==> config.mk <==
export PLATFORM = sky130hd
export DESIGN_NAME = game_top
export DESIGN_NICKNAME = d
export VERILOG_FILES = /design/src/design/video_pkg.sv /design/src/design/game_pkg.sv /design/src/design/death_control.sv /design/src/design/enemy_motion.sv /design/src/design/game_top.sv /design/src/design/pixel_mapper.sv /design/src/design/player_motion.sv /design/src/design/vga_timing.sv
export SDC_FILE = /design/constraint.sdc
export NUM_CORES = 1
export LEC_CHECK = 0
export BUFFER_PORTS_ARGS = -buffer_cell sky130_fd_sc_hd__buf_2
export CAP_MARGIN = 40
export CORE_ASPECT_RATIO = 1.4
export CORE_MARGIN = 4
export CORE_UTILIZATION = 40
export DETAILED_ROUTE_END_ITERATION = 6
export MAX_ROUTING_LAYER = met4
export PLACE_DENSITY_LB_ADDON = 0.12
export SETUP_SLACK_MARGIN = 0.4
export SYNTH_ARGS = -nofsm -noshare
export SYNTH_HDL_FRONTEND = slang
export SYNTH_HIERARCHICAL = 1
export SYNTH_SLANG_ARGS = --single-unit
==> constraint.sdc <==
create_clock -name clk -period 5.9 [get_ports clk]
set_input_delay 0.295 -clock clk [delete_from_list [all_inputs] [get_ports clk]]
set_output_delay 0.295 -clock clk [all_outputs]
set_load 0.1 [all_outputs]
==> src/design/video_pkg.sv <==
// video types and colours
`default_nettype none

package video_pkg;

	// ========================================
	// screen geometry
	// ========================================
	typedef logic [9:0] coord_t;  // x or y on screen, up to 1023
	typedef logic [3:0] colour_t; // one dac channel

	typedef struct packed {
		colour_t red;
		colour_t green;
		colour_t blue;
	} rgb_t; // 12 bit pixel

	typedef struct packed {
		coord_t x;
		coord_t y;
	} draw_pos_t; // pixel being scanned out

	// ========================================
	// palette
	// ========================================
	localparam rgb_t col_background  = '{red: 4'd1, green: 4'd1, blue: 4'd4};
	localparam rgb_t col_player      = '{red: 4'd0, green: 4'd15, blue: 4'd0};
	localparam rgb_t col_player_dead = '{red: 4'd15, green: 4'd15, blue: 4'd15};
	localparam rgb_t col_enemy       = '{red: 4'd15, green: 4'd0, blue: 4'd0};
	localparam rgb_t col_black       = '{red: 4'd0, green: 4'd0, blue: 4'd0};

endpackage

`default_nettype wire

==> src/design/game_pkg.sv <==
// game level types
`default_nettype none

package game_pkg;

	// ========================================
	// keyboard
	// ========================================
	typedef logic [7:0] keycode_t; // usb hid usage id

	localparam keycode_t key_w     = 8'h1A; // up
	localparam keycode_t key_s     = 8'h16; // down
	localparam keycode_t key_a     = 8'h04; // left
	localparam keycode_t key_d     = 8'h07; // right
	localparam keycode_t key_enter = 8'h28; // restart after death

	// ========================================
	// sprites
	// ========================================
	// square sprite, x/y is the top left corner
	typedef struct packed {
		video_pkg::coord_t x;
		video_pkg::coord_t y;
		video_pkg::coord_t size; // side length
	} sprite_t;

	// ========================================
	// death fsm
	// ========================================
	typedef enum logic [1:0] {
		st_alive,   // normal play
		st_dead,    // frozen, waiting for enter
		st_restart  // one clk, sprites go home
	} death_state_t;

endpackage

`default_nettype wire

==> src/design/death_control.sv <==
// death and restart fsm
`default_nettype none

module death_control (
	input  wire                     clk,
	input  wire                     rst,
	input  wire                     collision,
	input  wire game_pkg::keycode_t keycode,
	output logic                    dead,
	output logic                    restart
);
	import game_pkg::*;

	death_state_t state;
	death_state_t state_next;

	// ========================================
	// next state
	// ========================================
	always_comb begin
		state_next = state;
		case (state)
			st_alive:   if (collision) state_next = st_dead;
			st_dead:    if (keycode == key_enter) state_next = st_restart;
			st_restart: state_next = st_alive; // one clk only
			default:    state_next = st_alive;
		endcase
	end

	always_ff @(posedge clk) begin
		if (rst)
			state <= st_alive;
		else
			state <= state_next;
	end

	assign dead    = (state == st_dead);    // freezes motion
	assign restart = (state == st_restart); // sends sprites home

	// restart is a single clk strobe
	a_restart_pulse: assert property (@(posedge clk) disable iff (rst) restart |=> !restart);

endmodule

`default_nettype wire

==> src/design/enemy_motion.sv <==
// bouncing enemy sprite
`default_nettype none

module enemy_motion #(
	parameter int h_active     = 640,
	parameter int v_active     = 480,
	parameter int enemy_size   = 16,
	parameter int enemy_step   = 2,
	parameter int start_x      = 40,
	parameter int start_y      = 40,
	parameter bit start_dx_neg = 1'b0, // 1 moves left
	parameter bit start_dy_neg = 1'b0  // 1 moves up
) (
	input  wire               clk,
	input  wire               rst,
	input  wire               frame_tick,
	input  wire               dead,
	input  wire               restart,
	output game_pkg::sprite_t enemy
);
	import video_pkg::*;

	localparam coord_t step = coord_t'(enemy_step);

	typedef struct packed {
		logic   neg; // direction, 1 is towards 0
		coord_t pos;
	} axis_t;

	axis_t ax_x;
	axis_t ax_y;

	// one axis, reverse when the next step would leave [0, lim]
	function automatic axis_t bounce(axis_t a, coord_t lim);
		axis_t r;
		if (a.neg) begin
			r = (a.pos < step) ? '{neg: 1'b0, pos: a.pos + step} : '{neg: 1'b1, pos: a.pos - step};
		end else begin
			r = (a.pos > lim - step) ? '{neg: 1'b1, pos: a.pos - step}
				: '{neg: 1'b0, pos: a.pos + step};
		end
		return r;
	endfunction

	always_ff @(posedge clk) begin
		if (rst || restart) begin
			ax_x <= '{neg: start_dx_neg, pos: coord_t'(start_x)};
			ax_y <= '{neg: start_dy_neg, pos: coord_t'(start_y)};
		end else if (frame_tick && !dead) begin
			ax_x <= bounce(ax_x, coord_t'(h_active - enemy_size));
			ax_y <= bounce(ax_y, coord_t'(v_active - enemy_size));
		end
	end

	assign enemy = '{x: ax_x.pos, y: ax_y.pos, size: coord_t'(enemy_size)};

endmodule

`default_nettype wire

==> src/design/game_top.sv <==
// sprite game core
`default_nettype none

module game_top #(
	parameter int h_active = 640, parameter int h_front = 16,
	parameter int h_sync   = 96,  parameter int h_back  = 48,
	parameter int v_active = 480, parameter int v_front = 10,
	parameter int v_sync   = 2,   parameter int v_back  = 33,
	parameter int player_size = 16,
	parameter int player_step = 4,
	parameter int enemy_size  = 16,
	parameter int enemy_step  = 2,
	parameter int e0_start_x = 40,  parameter int e0_start_y = 40,
	parameter bit e0_start_dx_neg = 1'b0, parameter bit e0_start_dy_neg = 1'b0,
	parameter int e1_start_x = 584, parameter int e1_start_y = 40,
	parameter bit e1_start_dx_neg = 1'b1, parameter bit e1_start_dy_neg = 1'b0
) (
	input  wire                     clk,
	input  wire                     rst,
	input  wire game_pkg::keycode_t keycode,
	output logic                    vga_hs,
	output logic                    vga_vs,
	output video_pkg::colour_t      vga_r,
	output video_pkg::colour_t      vga_g,
	output video_pkg::colour_t      vga_b,
	output logic                    dead
);
	import video_pkg::*;
	import game_pkg::*;

	logic      blank, pixel_en, frame_tick, collision, restart;
	draw_pos_t draw_pos;
	sprite_t   player, enemy0, enemy1;

	vga_timing #(.h_active(h_active), .h_front(h_front), .h_sync(h_sync), .h_back(h_back),
		.v_active(v_active), .v_front(v_front), .v_sync(v_sync), .v_back(v_back)) vga_0 (
		.clk(clk), .rst(rst), .vga_hs(vga_hs), .vga_vs(vga_vs), .blank(blank),
		.pixel_en(pixel_en), .frame_tick(frame_tick), .draw_pos(draw_pos));

	player_motion #(.h_active(h_active), .v_active(v_active), .player_size(player_size),
		.player_step(player_step)) player_0 (.clk(clk), .rst(rst), .frame_tick(frame_tick),
		.dead(dead), .restart(restart), .keycode(keycode), .player(player));

	// ======================================== enemies
	enemy_motion #(.h_active(h_active), .v_active(v_active), .enemy_size(enemy_size),
		.enemy_step(enemy_step), .start_x(e0_start_x), .start_y(e0_start_y),
		.start_dx_neg(e0_start_dx_neg), .start_dy_neg(e0_start_dy_neg)) enemy_0 (
		.clk(clk), .rst(rst), .frame_tick(frame_tick), .dead(dead), .restart(restart),
		.enemy(enemy0));

	enemy_motion #(.h_active(h_active), .v_active(v_active), .enemy_size(enemy_size),
		.enemy_step(enemy_step), .start_x(e1_start_x), .start_y(e1_start_y),
		.start_dx_neg(e1_start_dx_neg), .start_dy_neg(e1_start_dy_neg)) enemy_1 (
		.clk(clk), .rst(rst), .frame_tick(frame_tick), .dead(dead), .restart(restart),
		.enemy(enemy1));

	pixel_mapper mapper_0 (.clk(clk), .rst(rst), .pixel_en(pixel_en), .blank(blank),
		.dead(dead), .draw_pos(draw_pos), .player(player), .enemy0(enemy0), .enemy1(enemy1),
		.rgb({vga_r, vga_g, vga_b}), .collision(collision)); // red in the top nibble

	death_control death_0 (.clk(clk), .rst(rst), .collision(collision), .keycode(keycode),
		.dead(dead), .restart(restart));

endmodule

`default_nettype wire

==> src/design/pixel_mapper.sv <==
// sprite painter and contact detect
`default_nettype none

module pixel_mapper (
	input  wire                       clk,
	input  wire                       rst,
	input  wire                       pixel_en,
	input  wire                       blank,
	input  wire                       dead,
	input  wire video_pkg::draw_pos_t draw_pos,
	input  wire game_pkg::sprite_t    player,
	input  wire game_pkg::sprite_t    enemy0,
	input  wire game_pkg::sprite_t    enemy1,
	output video_pkg::rgb_t           rgb,
	output logic                      collision
);
	import video_pkg::*;
	import game_pkg::*;

	logic on_player;
	logic on_enemy;
	logic hit;      // overlap on a visible pixel
	logic at_origin;
	logic hit_seen; // already reported this frame
	rgb_t colour;

	// half open box test, size pixels wide
	function automatic logic in_box(draw_pos_t p, sprite_t s);
		return (p.x >= s.x) && (p.x < s.x + s.size) && (p.y >= s.y) && (p.y < s.y + s.size);
	endfunction

	assign on_player = in_box(draw_pos, player);
	assign on_enemy  = in_box(draw_pos, enemy0) || in_box(draw_pos, enemy1);
	assign hit       = !blank && !dead && on_player && on_enemy;
	assign at_origin = (draw_pos.x == '0) && (draw_pos.y == '0);

	// player over enemy over background
	always_comb begin
		if (blank)
			colour = col_black;
		else if (on_player)
			colour = dead ? col_player_dead : col_player;
		else if (on_enemy)
			colour = col_enemy;
		else
			colour = col_background;
	end

	always_ff @(posedge clk) begin
		if (rst) begin
			rgb       <= col_black;
			collision <= 1'b0;
			hit_seen  <= 1'b0;
		end else begin
			collision <= 1'b0; // single clk pulse
			if (pixel_en) begin
				rgb <= colour;
				if (hit && (!hit_seen || at_origin)) begin
					collision <= 1'b1;
					hit_seen  <= 1'b1;
				end else if (at_origin) begin
					hit_seen <= 1'b0; // new frame, rearm
				end
			end
		end
	end

endmodule

`default_nettype wire

==> src/design/player_motion.sv <==
// keyboard driven player sprite
`default_nettype none

module player_motion #(
	parameter int h_active    = 640,
	parameter int v_active    = 480,
	parameter int player_size = 16,
	parameter int player_step = 4
) (
	input  wire                 clk,
	input  wire                 rst,
	input  wire                 frame_tick,
	input  wire                 dead,
	input  wire                 restart,
	input  wire game_pkg::keycode_t keycode,
	output game_pkg::sprite_t   player
);
	import video_pkg::*;
	import game_pkg::*;

	localparam coord_t x_max   = coord_t'(h_active - player_size); // right clamp
	localparam coord_t y_max   = coord_t'(v_active - player_size); // bottom clamp
	localparam coord_t x_home  = coord_t'((h_active - player_size) / 2);
	localparam coord_t y_home  = coord_t'((v_active - player_size) / 2);
	localparam coord_t step    = coord_t'(player_step);

	coord_t pos_x;
	coord_t pos_y;
	coord_t next_x;
	coord_t next_y;

	// one step per frame, saturating at the screen edge
	always_comb begin
		next_x = pos_x;
		next_y = pos_y;
		case (keycode)
			key_d: next_x = (pos_x > x_max - step) ? x_max : pos_x + step;
			key_a: next_x = (pos_x < step) ? '0 : pos_x - step;
			key_s: next_y = (pos_y > y_max - step) ? y_max : pos_y + step;
			key_w: next_y = (pos_y < step) ? '0 : pos_y - step;
			default: ; // other keys do nothing
		endcase
	end

	always_ff @(posedge clk) begin
		if (rst || restart) begin
			pos_x <= x_home; // back to centre
			pos_y <= y_home;
		end else if (frame_tick && !dead) begin
			pos_x <= next_x;
			pos_y <= next_y;
		end
	end

	assign player = '{x: pos_x, y: pos_y, size: coord_t'(player_size)};

	// sprite fully on screen at all times
	a_on_screen: assert property (@(posedge clk) disable iff (rst)
		(player.x <= x_max) && (player.y <= y_max));

endmodule

`default_nettype wire

==> src/design/vga_timing.sv <==
// vga timing generator
`default_nettype none

module vga_timing #(
	parameter int h_active = 640,
	parameter int h_front  = 16,
	parameter int h_sync   = 96,
	parameter int h_back   = 48,
	parameter int v_active = 480,
	parameter int v_front  = 10,
	parameter int v_sync   = 2,
	parameter int v_back   = 33
) (
	input  wire                  clk,
	input  wire                  rst,
	output logic                 vga_hs,
	output logic                 vga_vs,
	output logic                 blank,
	output logic                 pixel_en,
	output logic                 frame_tick,
	output video_pkg::draw_pos_t draw_pos
);
	import video_pkg::*;

	// counter limits, all in pixel_en units
	localparam coord_t h_last   = coord_t'(h_active + h_front + h_sync + h_back - 1);
	localparam coord_t v_last   = coord_t'(v_active + v_front + v_sync + v_back - 1);
	localparam coord_t hs_first = coord_t'(h_active + h_front);
	localparam coord_t hs_after = coord_t'(h_active + h_front + h_sync);
	localparam coord_t vs_first = coord_t'(v_active + v_front);
	localparam coord_t vs_after = coord_t'(v_active + v_front + v_sync);

	coord_t h_cnt;
	coord_t v_cnt;

	always_ff @(posedge clk) begin
		if (rst) begin
			pixel_en <= 1'b0;
			h_cnt    <= '0;
			v_cnt    <= '0;
		end else begin
			pixel_en <= ~pixel_en; // half rate pixel strobe
			if (pixel_en) begin
				if (h_cnt == h_last) begin
					h_cnt <= '0;
					v_cnt <= (v_cnt == v_last) ? '0 : v_cnt + 1'b1; // next line or wrap
				end else begin
					h_cnt <= h_cnt + 1'b1;
				end
			end
		end
	end

	assign vga_hs     = ~((h_cnt >= hs_first) && (h_cnt < hs_after)); // active low
	assign vga_vs     = ~((v_cnt >= vs_first) && (v_cnt < vs_after));
	assign blank      = (h_cnt >= coord_t'(h_active)) || (v_cnt >= coord_t'(v_active));
	assign frame_tick = pixel_en && (h_cnt == h_last) && (v_cnt == v_last); // wrap to 0,0
	assign draw_pos   = '{x: h_cnt, y: v_cnt};

	// strobe never stretches over two clks
	a_pe_gap: assert property (@(posedge clk) disable iff (rst) pixel_en |=> !pixel_en);
	// both counters back at the origin right after the tick
	a_tick_wrap: assert property (@(posedge clk) disable iff (rst)
		frame_tick |=> (h_cnt == '0) && (v_cnt == '0));

endmodule

`default_nettype wire

==> reports/summary.txt, run 1 <==
RSZ-0062 raised after global routing -> false
combinational share of power -> 17.8%
Slew @ Worst Pin -> 0.881 ns
initial antenna violation count -> 0
CP endpoint kind -> flip-flop
utilization after layout -> 41.9%
clock buffer depth -> 2
final hold vios -> 0
# DRC -> 0
leakage -> 4.94 nW
register area share after synthesis -> 15.7%
critical path class -> reg2reg
most frequent cells in the layout -> ha_1, inv_1, a21oi_1
Post-DP HPWL -> 23300 um
Avg WL per Cell -> 17.6 um
H-tree depth -> 3
CP max-delay cell -> nor2b_1
drt total wl -> 30300 um
vias in the first global route -> 9414
most used routing layer in global routing -> met2
Req. time, crit path -> 6.19 ns
total overflow reported by the global router -> 0
DRT iter0 DRCs -> 442
register-to-register setup slack -> 2.09 ns
largest net degree at the start of global routing -> 34
count of max-cap constraint violations -> 0
final period utilization -> 64.6%
drt pass-1 iters -> 5
R2R depth -> 9
pwr dens -> 126 nW/um2
row cnt -> 71
max_slew headroom -> 41.2%
Clock power frac -> 40.5%
crit-path cells -> ha_1 -> and3_2 -> nand4_2 -> nor2_1 -> nor2b_1 -> nand3b_1 -> or4_2 -> mux2i_1 -> mux2i_1
path category of the worst min-delay check -> in2reg
Num CTS Buffers -> 9
Tmin final -> 3.81 ns
initial core utilization -> 40.9%
Die Y -> 205 um
synthesized area per cell -> 7.96 um2
Nets -> 1557
met3 Track Usage GR -> 1.86%
DRT antenna net count -> 0
Setup-failing EPs final -> 0
core area -> 27100 um2
Clk pin slew, worst setup/hold paths -> 0.07 ns
commonest non-fill, non-tap cell in the layout -> ha_1
hold depth -> 3
sequential power share -> 41.7%
I/O Buffers -> 24
Worst-Skew Late Latency -> 0.36 ns
met2 Resource Use GR -> 38.9%
CTS tree -> built
Post-CTS Setup Inserts -> 0
ANT cells -> 0
root buf cell -> clkbuf_16
Gate Count Post-Synth -> 1393
FMAX -> 0.262 GHz
full die area -> 30500 um2
Post-CTS Resized -> 0
P_int -> 0.996 mW
Area growth, synth to finish -> 2.49%
Vias -> 9573
GPL Wtd Cong -> 0.870
CP max FO -> 13
met1 Track Usage GR -> 22.2%
cts hold-fix bufs -> 0
Seq cells post-synth -> 87
delay of the slowest critical-path stage -> 0.60 ns
EDFF count, synth -> 0
status -> completed
crit path DAT -> 4.11 ns
Synth async-reset ratio -> 0%
fillers -> 2802
total negative slack -> 0 ns
clk_skew -> 0.00809 ns
GRT Overall Usage -> 20.6%
sw power -> 0.431 mW
I/O Pins -> 25
first-pass GRT wire length -> 48700 um
CP Launch Type -> flip-flop
synthesized area -> 11100 um2
DR vias/cell -> 5.55
most used cell, CP -> mux2i_1
# clock sinks -> 87
sw frac -> 30.2%
Most used DFF post-synth -> dfxtp_1
maximum vdd drop -> 138 uV
Yosys cell types -> 107
Pins Over Slew Limit -> 0
chip width -> 149 um
share of layout cells above drive strength 1 -> 9.04%
Synth Warn # -> 6
total power -> 1.43 mW
[worst max-delay path: cells and delay by family, from the launching register on]
family | cells | cell delay (ns)
muxes | 2 | 0.40
DFF | 1 | 0.57
and+or+nand+nor | 6 | 2.49
adders and majority gates | 1 | 0.29
[cell type report]
type | count | area (um2) | area share (%)
clock buffers | 11 | 243 | 2.14
clock inverters | 5 | 41.3 | 0.363
inverters | 124 | 470 | 4.14
multi-input cells | 1099 | 8210 | 72.3
flip-flops and latches | 87 | 1740 | 15.3
well taps | 365 | 457 | 4.02
repair buffers | 34 | 199 | 1.75
[cell usage after synthesis (7+ instances only)]
cell / count / area share (%)
clkbuf_1: 19 / 0.64
inv_1: 117 / 4.0
a31oi_1: 12 / 0.68
ha_1: 186 / 21
nor2b_1: 17 / 0.96
or3_1: 20 / 1.1
o21ai_1: 31 / 1.4
nand4_1: 19 / 1.1
or2_2: 9 / 0.51
and3_1: 13 / 0.73
a2111oi_2: 8 / 1.1
buf_4: 81 / 5.5
or4_1: 8 / 0.54
and4_1: 7 / 0.55
a21oi_1: 102 / 4.6
nand3_1: 39 / 1.8
mux2i_1: 25 / 2.3
o211ai_1: 10 / 0.68
nor2_1: 74 / 2.5
a211oi_1: 9 / 0.61
buf_2: 8 / 0.36
o31ai_1: 12 / 0.81
nand2_1: 89 / 3.0
a21oi_2: 7 / 0.55
xnor2_1: 44 / 3.5
o21ai_0: 46 / 2.1
o21a_1: 9 / 0.61
dfxtp_1: 87 / 16
nand2b_1: 20 / 1.1
xor2_1: 24 / 1.9
nor3b_1: 9 / 0.61
a21o_1: 20 / 1.4
nor3_1: 46 / 2.1
nor4_1: 21 / 1.2
[cell families (layout without fill, tap and decap cells)]
family,count (synthesis),in the layout,share of synthesized area (%)
flops,87,87,15.7
other cells,6,38,0.203
buf+inv,239,174,11.3
simple gates,449,449,22.9
fa+ha+maj,192,192,22.1
xor+xnor,68,68,5.37
compound gates,327,327,20.1
mux,25,25,2.26
[flip-flops by register name, summed over array words and instances, names as in the netlist]
name / flops
mapper_0/collision: 1
vga_0/v_cnt: 10
mapper_0/rgb: 6
player_0/pos_x: 8
enemy_1/ax_y: 1
enemy_1/ax_x: 1
player_0/pos_y: 8
enemy_0/ax_y: 1
vga_0/h_cnt: 10
enemy_0/ax_x: 1
vga_0/pixel_en: 1
death_0/state: 2
enemy_0/enemy: 18
enemy_1/enemy: 18
mapper_0/hit_seen: 1
[through the flow]
stage	setup WS [ns]	std cells	area (um2)	hold slack, ns
finish	2.09	1725	11400	0.300
global route	1.79	1725	11400	0.308
CTS	2.13	1725	11400	0.285
detailed placement	2.13	1709	11100	0.464
global placement	2.22	1708	11100	0.457
floorplan	2.88	1425	11200	0.367
[power groups by stage]
stage | Sequential [mW] | Combinational (mW) | Clock, mW
finish | 0.595 | 0.254 | 0.578
global route | 0.596 | 0.290 | 0.615
global placement | 0.609 | 0.242 | 0
floorplan | 0.621 | 0.204 | 0
detailed placement | 0.609 | 0.243 | 0
CTS | 0.595 | 0.245 | 0.596
[per-layer routing]
layer,share of wire [%],wire [um],vias up
li1,-,-,4882
met1,41,12400,4471
met2,54,16200,167
met3,2.4,739,53
met4,3.1,927,0
met5,0,0,-
[worst paths after layout]
check	startpoint	endpoint
setup / recovery	vga_0/h_cnt[1]$_SDFFE_PP0P_	enemy_1/enemy[17]$_SDFFE_PP0P_
hold / removal	keycode[6]	death_0/state[1]$_SDFFE_PP0P_
setup reg to reg	vga_0/h_cnt[1]$_SDFFE_PP0P_	enemy_1/enemy[17]$_SDFFE_PP0P_
hold reg to reg	mapper_0/rgb[8]$_SDFFE_PP0P_	mapper_0/rgb[8]$_SDFFE_PP0P_
Power figures use the tool's default switching activity.
==> inputs of run 2 (changes only) <==
--- a/config.mk
+++ b/config.mk
@@ -5,6 +5,7 @@
 export SDC_FILE = /design/constraint.sdc
 export NUM_CORES = 1
 export LEC_CHECK = 0
+export ABC_AREA = 1
 export BUFFER_PORTS_ARGS = -buffer_cell sky130_fd_sc_hd__buf_2
 export CAP_MARGIN = 40
 export CORE_ASPECT_RATIO = 1.4
==> constraint.sdc (replaced) <==
create_clock -name clk -period 3.12 [get_ports clk]
set_input_delay 0.156 -clock clk [delete_from_list [all_inputs] [get_ports clk]]
set_output_delay 0.156 -clock clk [all_outputs]
set_load 0.1 [all_outputs]
==> run 2 against run 1 <==
Effect of this change:
- synthesized cell count is 37% higher
- sequential share of layout area down 2.1 points
- cell count is 34% higher
- global-route usage is 0.49 points higher
- critical endpoint is now mapper_0/rgb[2]$_SDFFE_PP0P_
- critical path type unchanged
- count of clock-buffer cells in the layout fell by 2
- worst setup slack worse by 1.5 ns
- fmax up 52%
- register-to-register slack lost 1.5 ns
- routed wire length increased by 14%
- largest power group is now the clock network
==> reports/summary.txt, run 2 <==
status -> completed
DRT antenna net count -> 0 (unchanged)
synthesized area per cell -> 6.59 um2 (-17%)
# DRC -> 0 (unchanged)
CP Launch Type -> flip-flop
Setup-failing EPs final -> 0 (unchanged)
max_slew headroom -> 47.7% (+6.5 points)
clock buffer depth -> 2 (unchanged)
RSZ-0062 raised after global routing -> true
count of max-cap constraint violations -> 0 (unchanged)
crit path DAT -> 2.78 ns (-1.33 ns)
Synth Warn # -> 6 (unchanged)
CP delay by family, top -> simple AND/OR/NAND/NOR gates
Synth async-reset ratio -> 0% (unchanged)
DRT iter0 DRCs -> 540 (+22%)
Die Y -> 218 um (+6.2%)
path category of the worst min-delay check -> in2reg
total power -> 2.81 mW (+97%)
maximum vdd drop -> 220 uV (+59%)
Seq cells post-synth -> 87 (unchanged)
FMAX -> 0.399 GHz (+52%)
total overflow reported by the global router -> 0 (unchanged)
Vias -> 11600 (+21%)
Avg WL per Cell -> 14.9 um (-15%)
GPL Wtd Cong -> 0.898 (+3.2%)
most frequent cells after synthesis -> nand2_1, inv_1, nor2_1
Top Metal Used -> met4
CP max-delay cell -> ha_1
Gate Count Post-Synth -> 1905 (+37%)
I/O Pins -> 25 (unchanged)
GRT Overall Usage -> 21.1% (+0.49 points)
CP max FO -> 5 (-8)
Post-DP HPWL -> 27700 um (+19%)
most used cell, CP -> nand2_1
Buffers & Inverters on Critical Path -> 0 (unchanged)
Pins Over Slew Limit -> 0 (unchanged)
Req. time, crit path -> 3.40 ns (-2.79 ns)
final hold vios -> 0 (unchanged)
full die area -> 34300 um2 (+13%)
commonest non-fill, non-tap cell in the layout -> nand2_1
CTS tree -> built
CP endpoint kind -> flip-flop
total negative slack -> 0 ns (unchanged)
synthesized area -> 12600 um2 (+13%)
ANT cells -> 0 (unchanged)
post-synth top area share -> 18.5% (-2.5 points)
initial antenna violation count -> 0 (unchanged)
Worst-Skew Late Latency -> 0.38 ns (+0.02 ns)
Most used DFF post-synth -> dfxtp_1
DR WL met3 -> 668 um (-9.6%)
root buf cell -> clkbuf_16
largest net degree at the start of global routing -> 21 (-38%)
Clk pin slew, worst setup/hold paths -> 0.08 ns (about the same)
most common cell in the netlist -> nand2_1
share of layout cells above drive strength 1 -> 14.3% (+5.3 points)
Slew @ Worst Pin -> 0.784 ns (-0.0973 ns)
Yosys top cell by area -> ha_1
delay of the slowest critical-path stage -> 0.35 ns (-0.25 ns)
Area growth, synth to finish -> 6.11%
Num CTS Buffers -> 9 (unchanged)
clk_skew -> 0.0144 ns (+0.00632 ns)
final period utilization -> 80.3% (+16 points)
vias in the first global route -> 11400 (+21%)
most frequent cells in the layout -> nand2_1, inv_1, nor2_1
cts hold-fix bufs -> 0 (unchanged)
pwr dens -> 211 nW/um2 (+68%)
chip width -> 158 um (+6.1%)
first-pass GRT wire length -> 56200 um (+15%)
Nets -> 2124 (+36%)
crit-path cells -> ha_1 -> nand2_1 -> nor2_1 -> nand2_1 -> nand4_1 -> xor2_1 -> ha_1 -> a21oi_1 -> nand2_1 -> nor2_1 -> nand2_1 -> nor2_2 -> nand3_2 -> nand2_2 -> nand2_1 -> nand2_1 -> nand2_1
register area share after synthesis -> 13.9% (-1.8 points)
met2 WL -> 18100 um (+12%)
critical path class -> reg2reg
I/O Buffers -> 24 (unchanged)
met1 WL -> 14400 um (+16%)
leakage -> 6.61 nW (+34%)
drt pass-1 iters -> 5 (unchanged)
Yosys cell types -> 55 (-49%)
Tmin final -> 2.51 ns (-1.31 ns)
core area -> 30900 um2 (+14%)
drt total wl -> 34600 um (+14%)
row cnt -> 76 (+7.0%)
H-tree depth -> 3 (unchanged)
top cells by area, synth -> ha_1, dfxtp_1, nand2_1, inv_1, nor2_1
initial core utilization -> 40.6% (-0.29 points)
DR vias/cell -> 4.99 (-10%)
EDFF count, synth -> 0 (unchanged)
# clock sinks -> 87 (unchanged)
run 2: changes by cell type after synthesis, moves of 29 or more:
cell and delta:
nand2_2 +31, inv_1 +138, nand3_1 +73, xor2_1 +55, nor2_1 +116, nand2_1 +322
a21oi_1 +29
run 2: metal layers:
layer | GRT usage, % | vias up
met4 | 8.67 | 0
met5 | - | -
met1 | 22.5 | 5245
met3 | 2.40 | 66
li1 | - | 6105
met2 | 39.1 | 146
run 2: logic make-up (layout without fill, tap and decap cells):
group           count (synthesis)  count (layout)  synth area share, %
xor+xnor                      103             103                 7.19
buf+inv                       389             379                 15.0
other cells                     6              38                0.179
flops                          87              87                 13.9
fa+ha+maj                     192             192                 19.5
compound gates                258             258                 12.3
simple gates                  870             870                 31.9
run 2: per-stage QoR:
step           hold slack [ns]  setup slack, ns  cells  instance area, um2  util (%)
6_report                 0.144            0.615   2317               13300      43.1
5_1_grt                  0.147            0.381   2317               13300      43.1
4_1_cts                  0.128            0.420   2315               13200      42.6
3_5_place_dp             0.469            0.434   2299               12900      41.6
3_3_place_gp             0.471            0.469   2299               12900      41.6
2_1_floorplan            0.225            0.687   1937               12700         -
run 2: power breakdown:
part	switching, mW	internal [mW]
sequential	0.00542	1.11
combinational	0.343	0.188
clock	0.594	0.562
run 2: layout make-up:
type                            count  area [um2]
Fill cell                        3302       17600
Multi-Input combinational cell   1461        9170
Sequential cell                    87        1760
Inverter                          284        1080
Timing Repair Buffer               79         533
Tap cell                          390         488
Clock buffer                        9         225
Clock inverter                      7        62.6
run 2: final timing paths:
check	from	to	slack [ns]	cells past startpoint
setup / recovery	enemy_1/enemy[15]$_SDFFE_PP1P_	mapper_0/rgb[2]$_SDFFE_PP0P_	0.61	17
hold reg to reg	mapper_0/collision$_SDFF_PP0_	death_0/state[0]$_SDFFE_PP0P_	0.47	2
hold / removal	rst	vga_0/h_cnt[2]$_SDFFE_PP0P_	0.14	2
setup reg to reg	enemy_1/enemy[15]$_SDFFE_PP1P_	mapper_0/rgb[2]$_SDFFE_PP0P_	0.61	17
run 2: timing repair:
action,CTS,global route
gates resized for setup,0,47
setup endpoints to repair,0,8
setup buffers,0,2
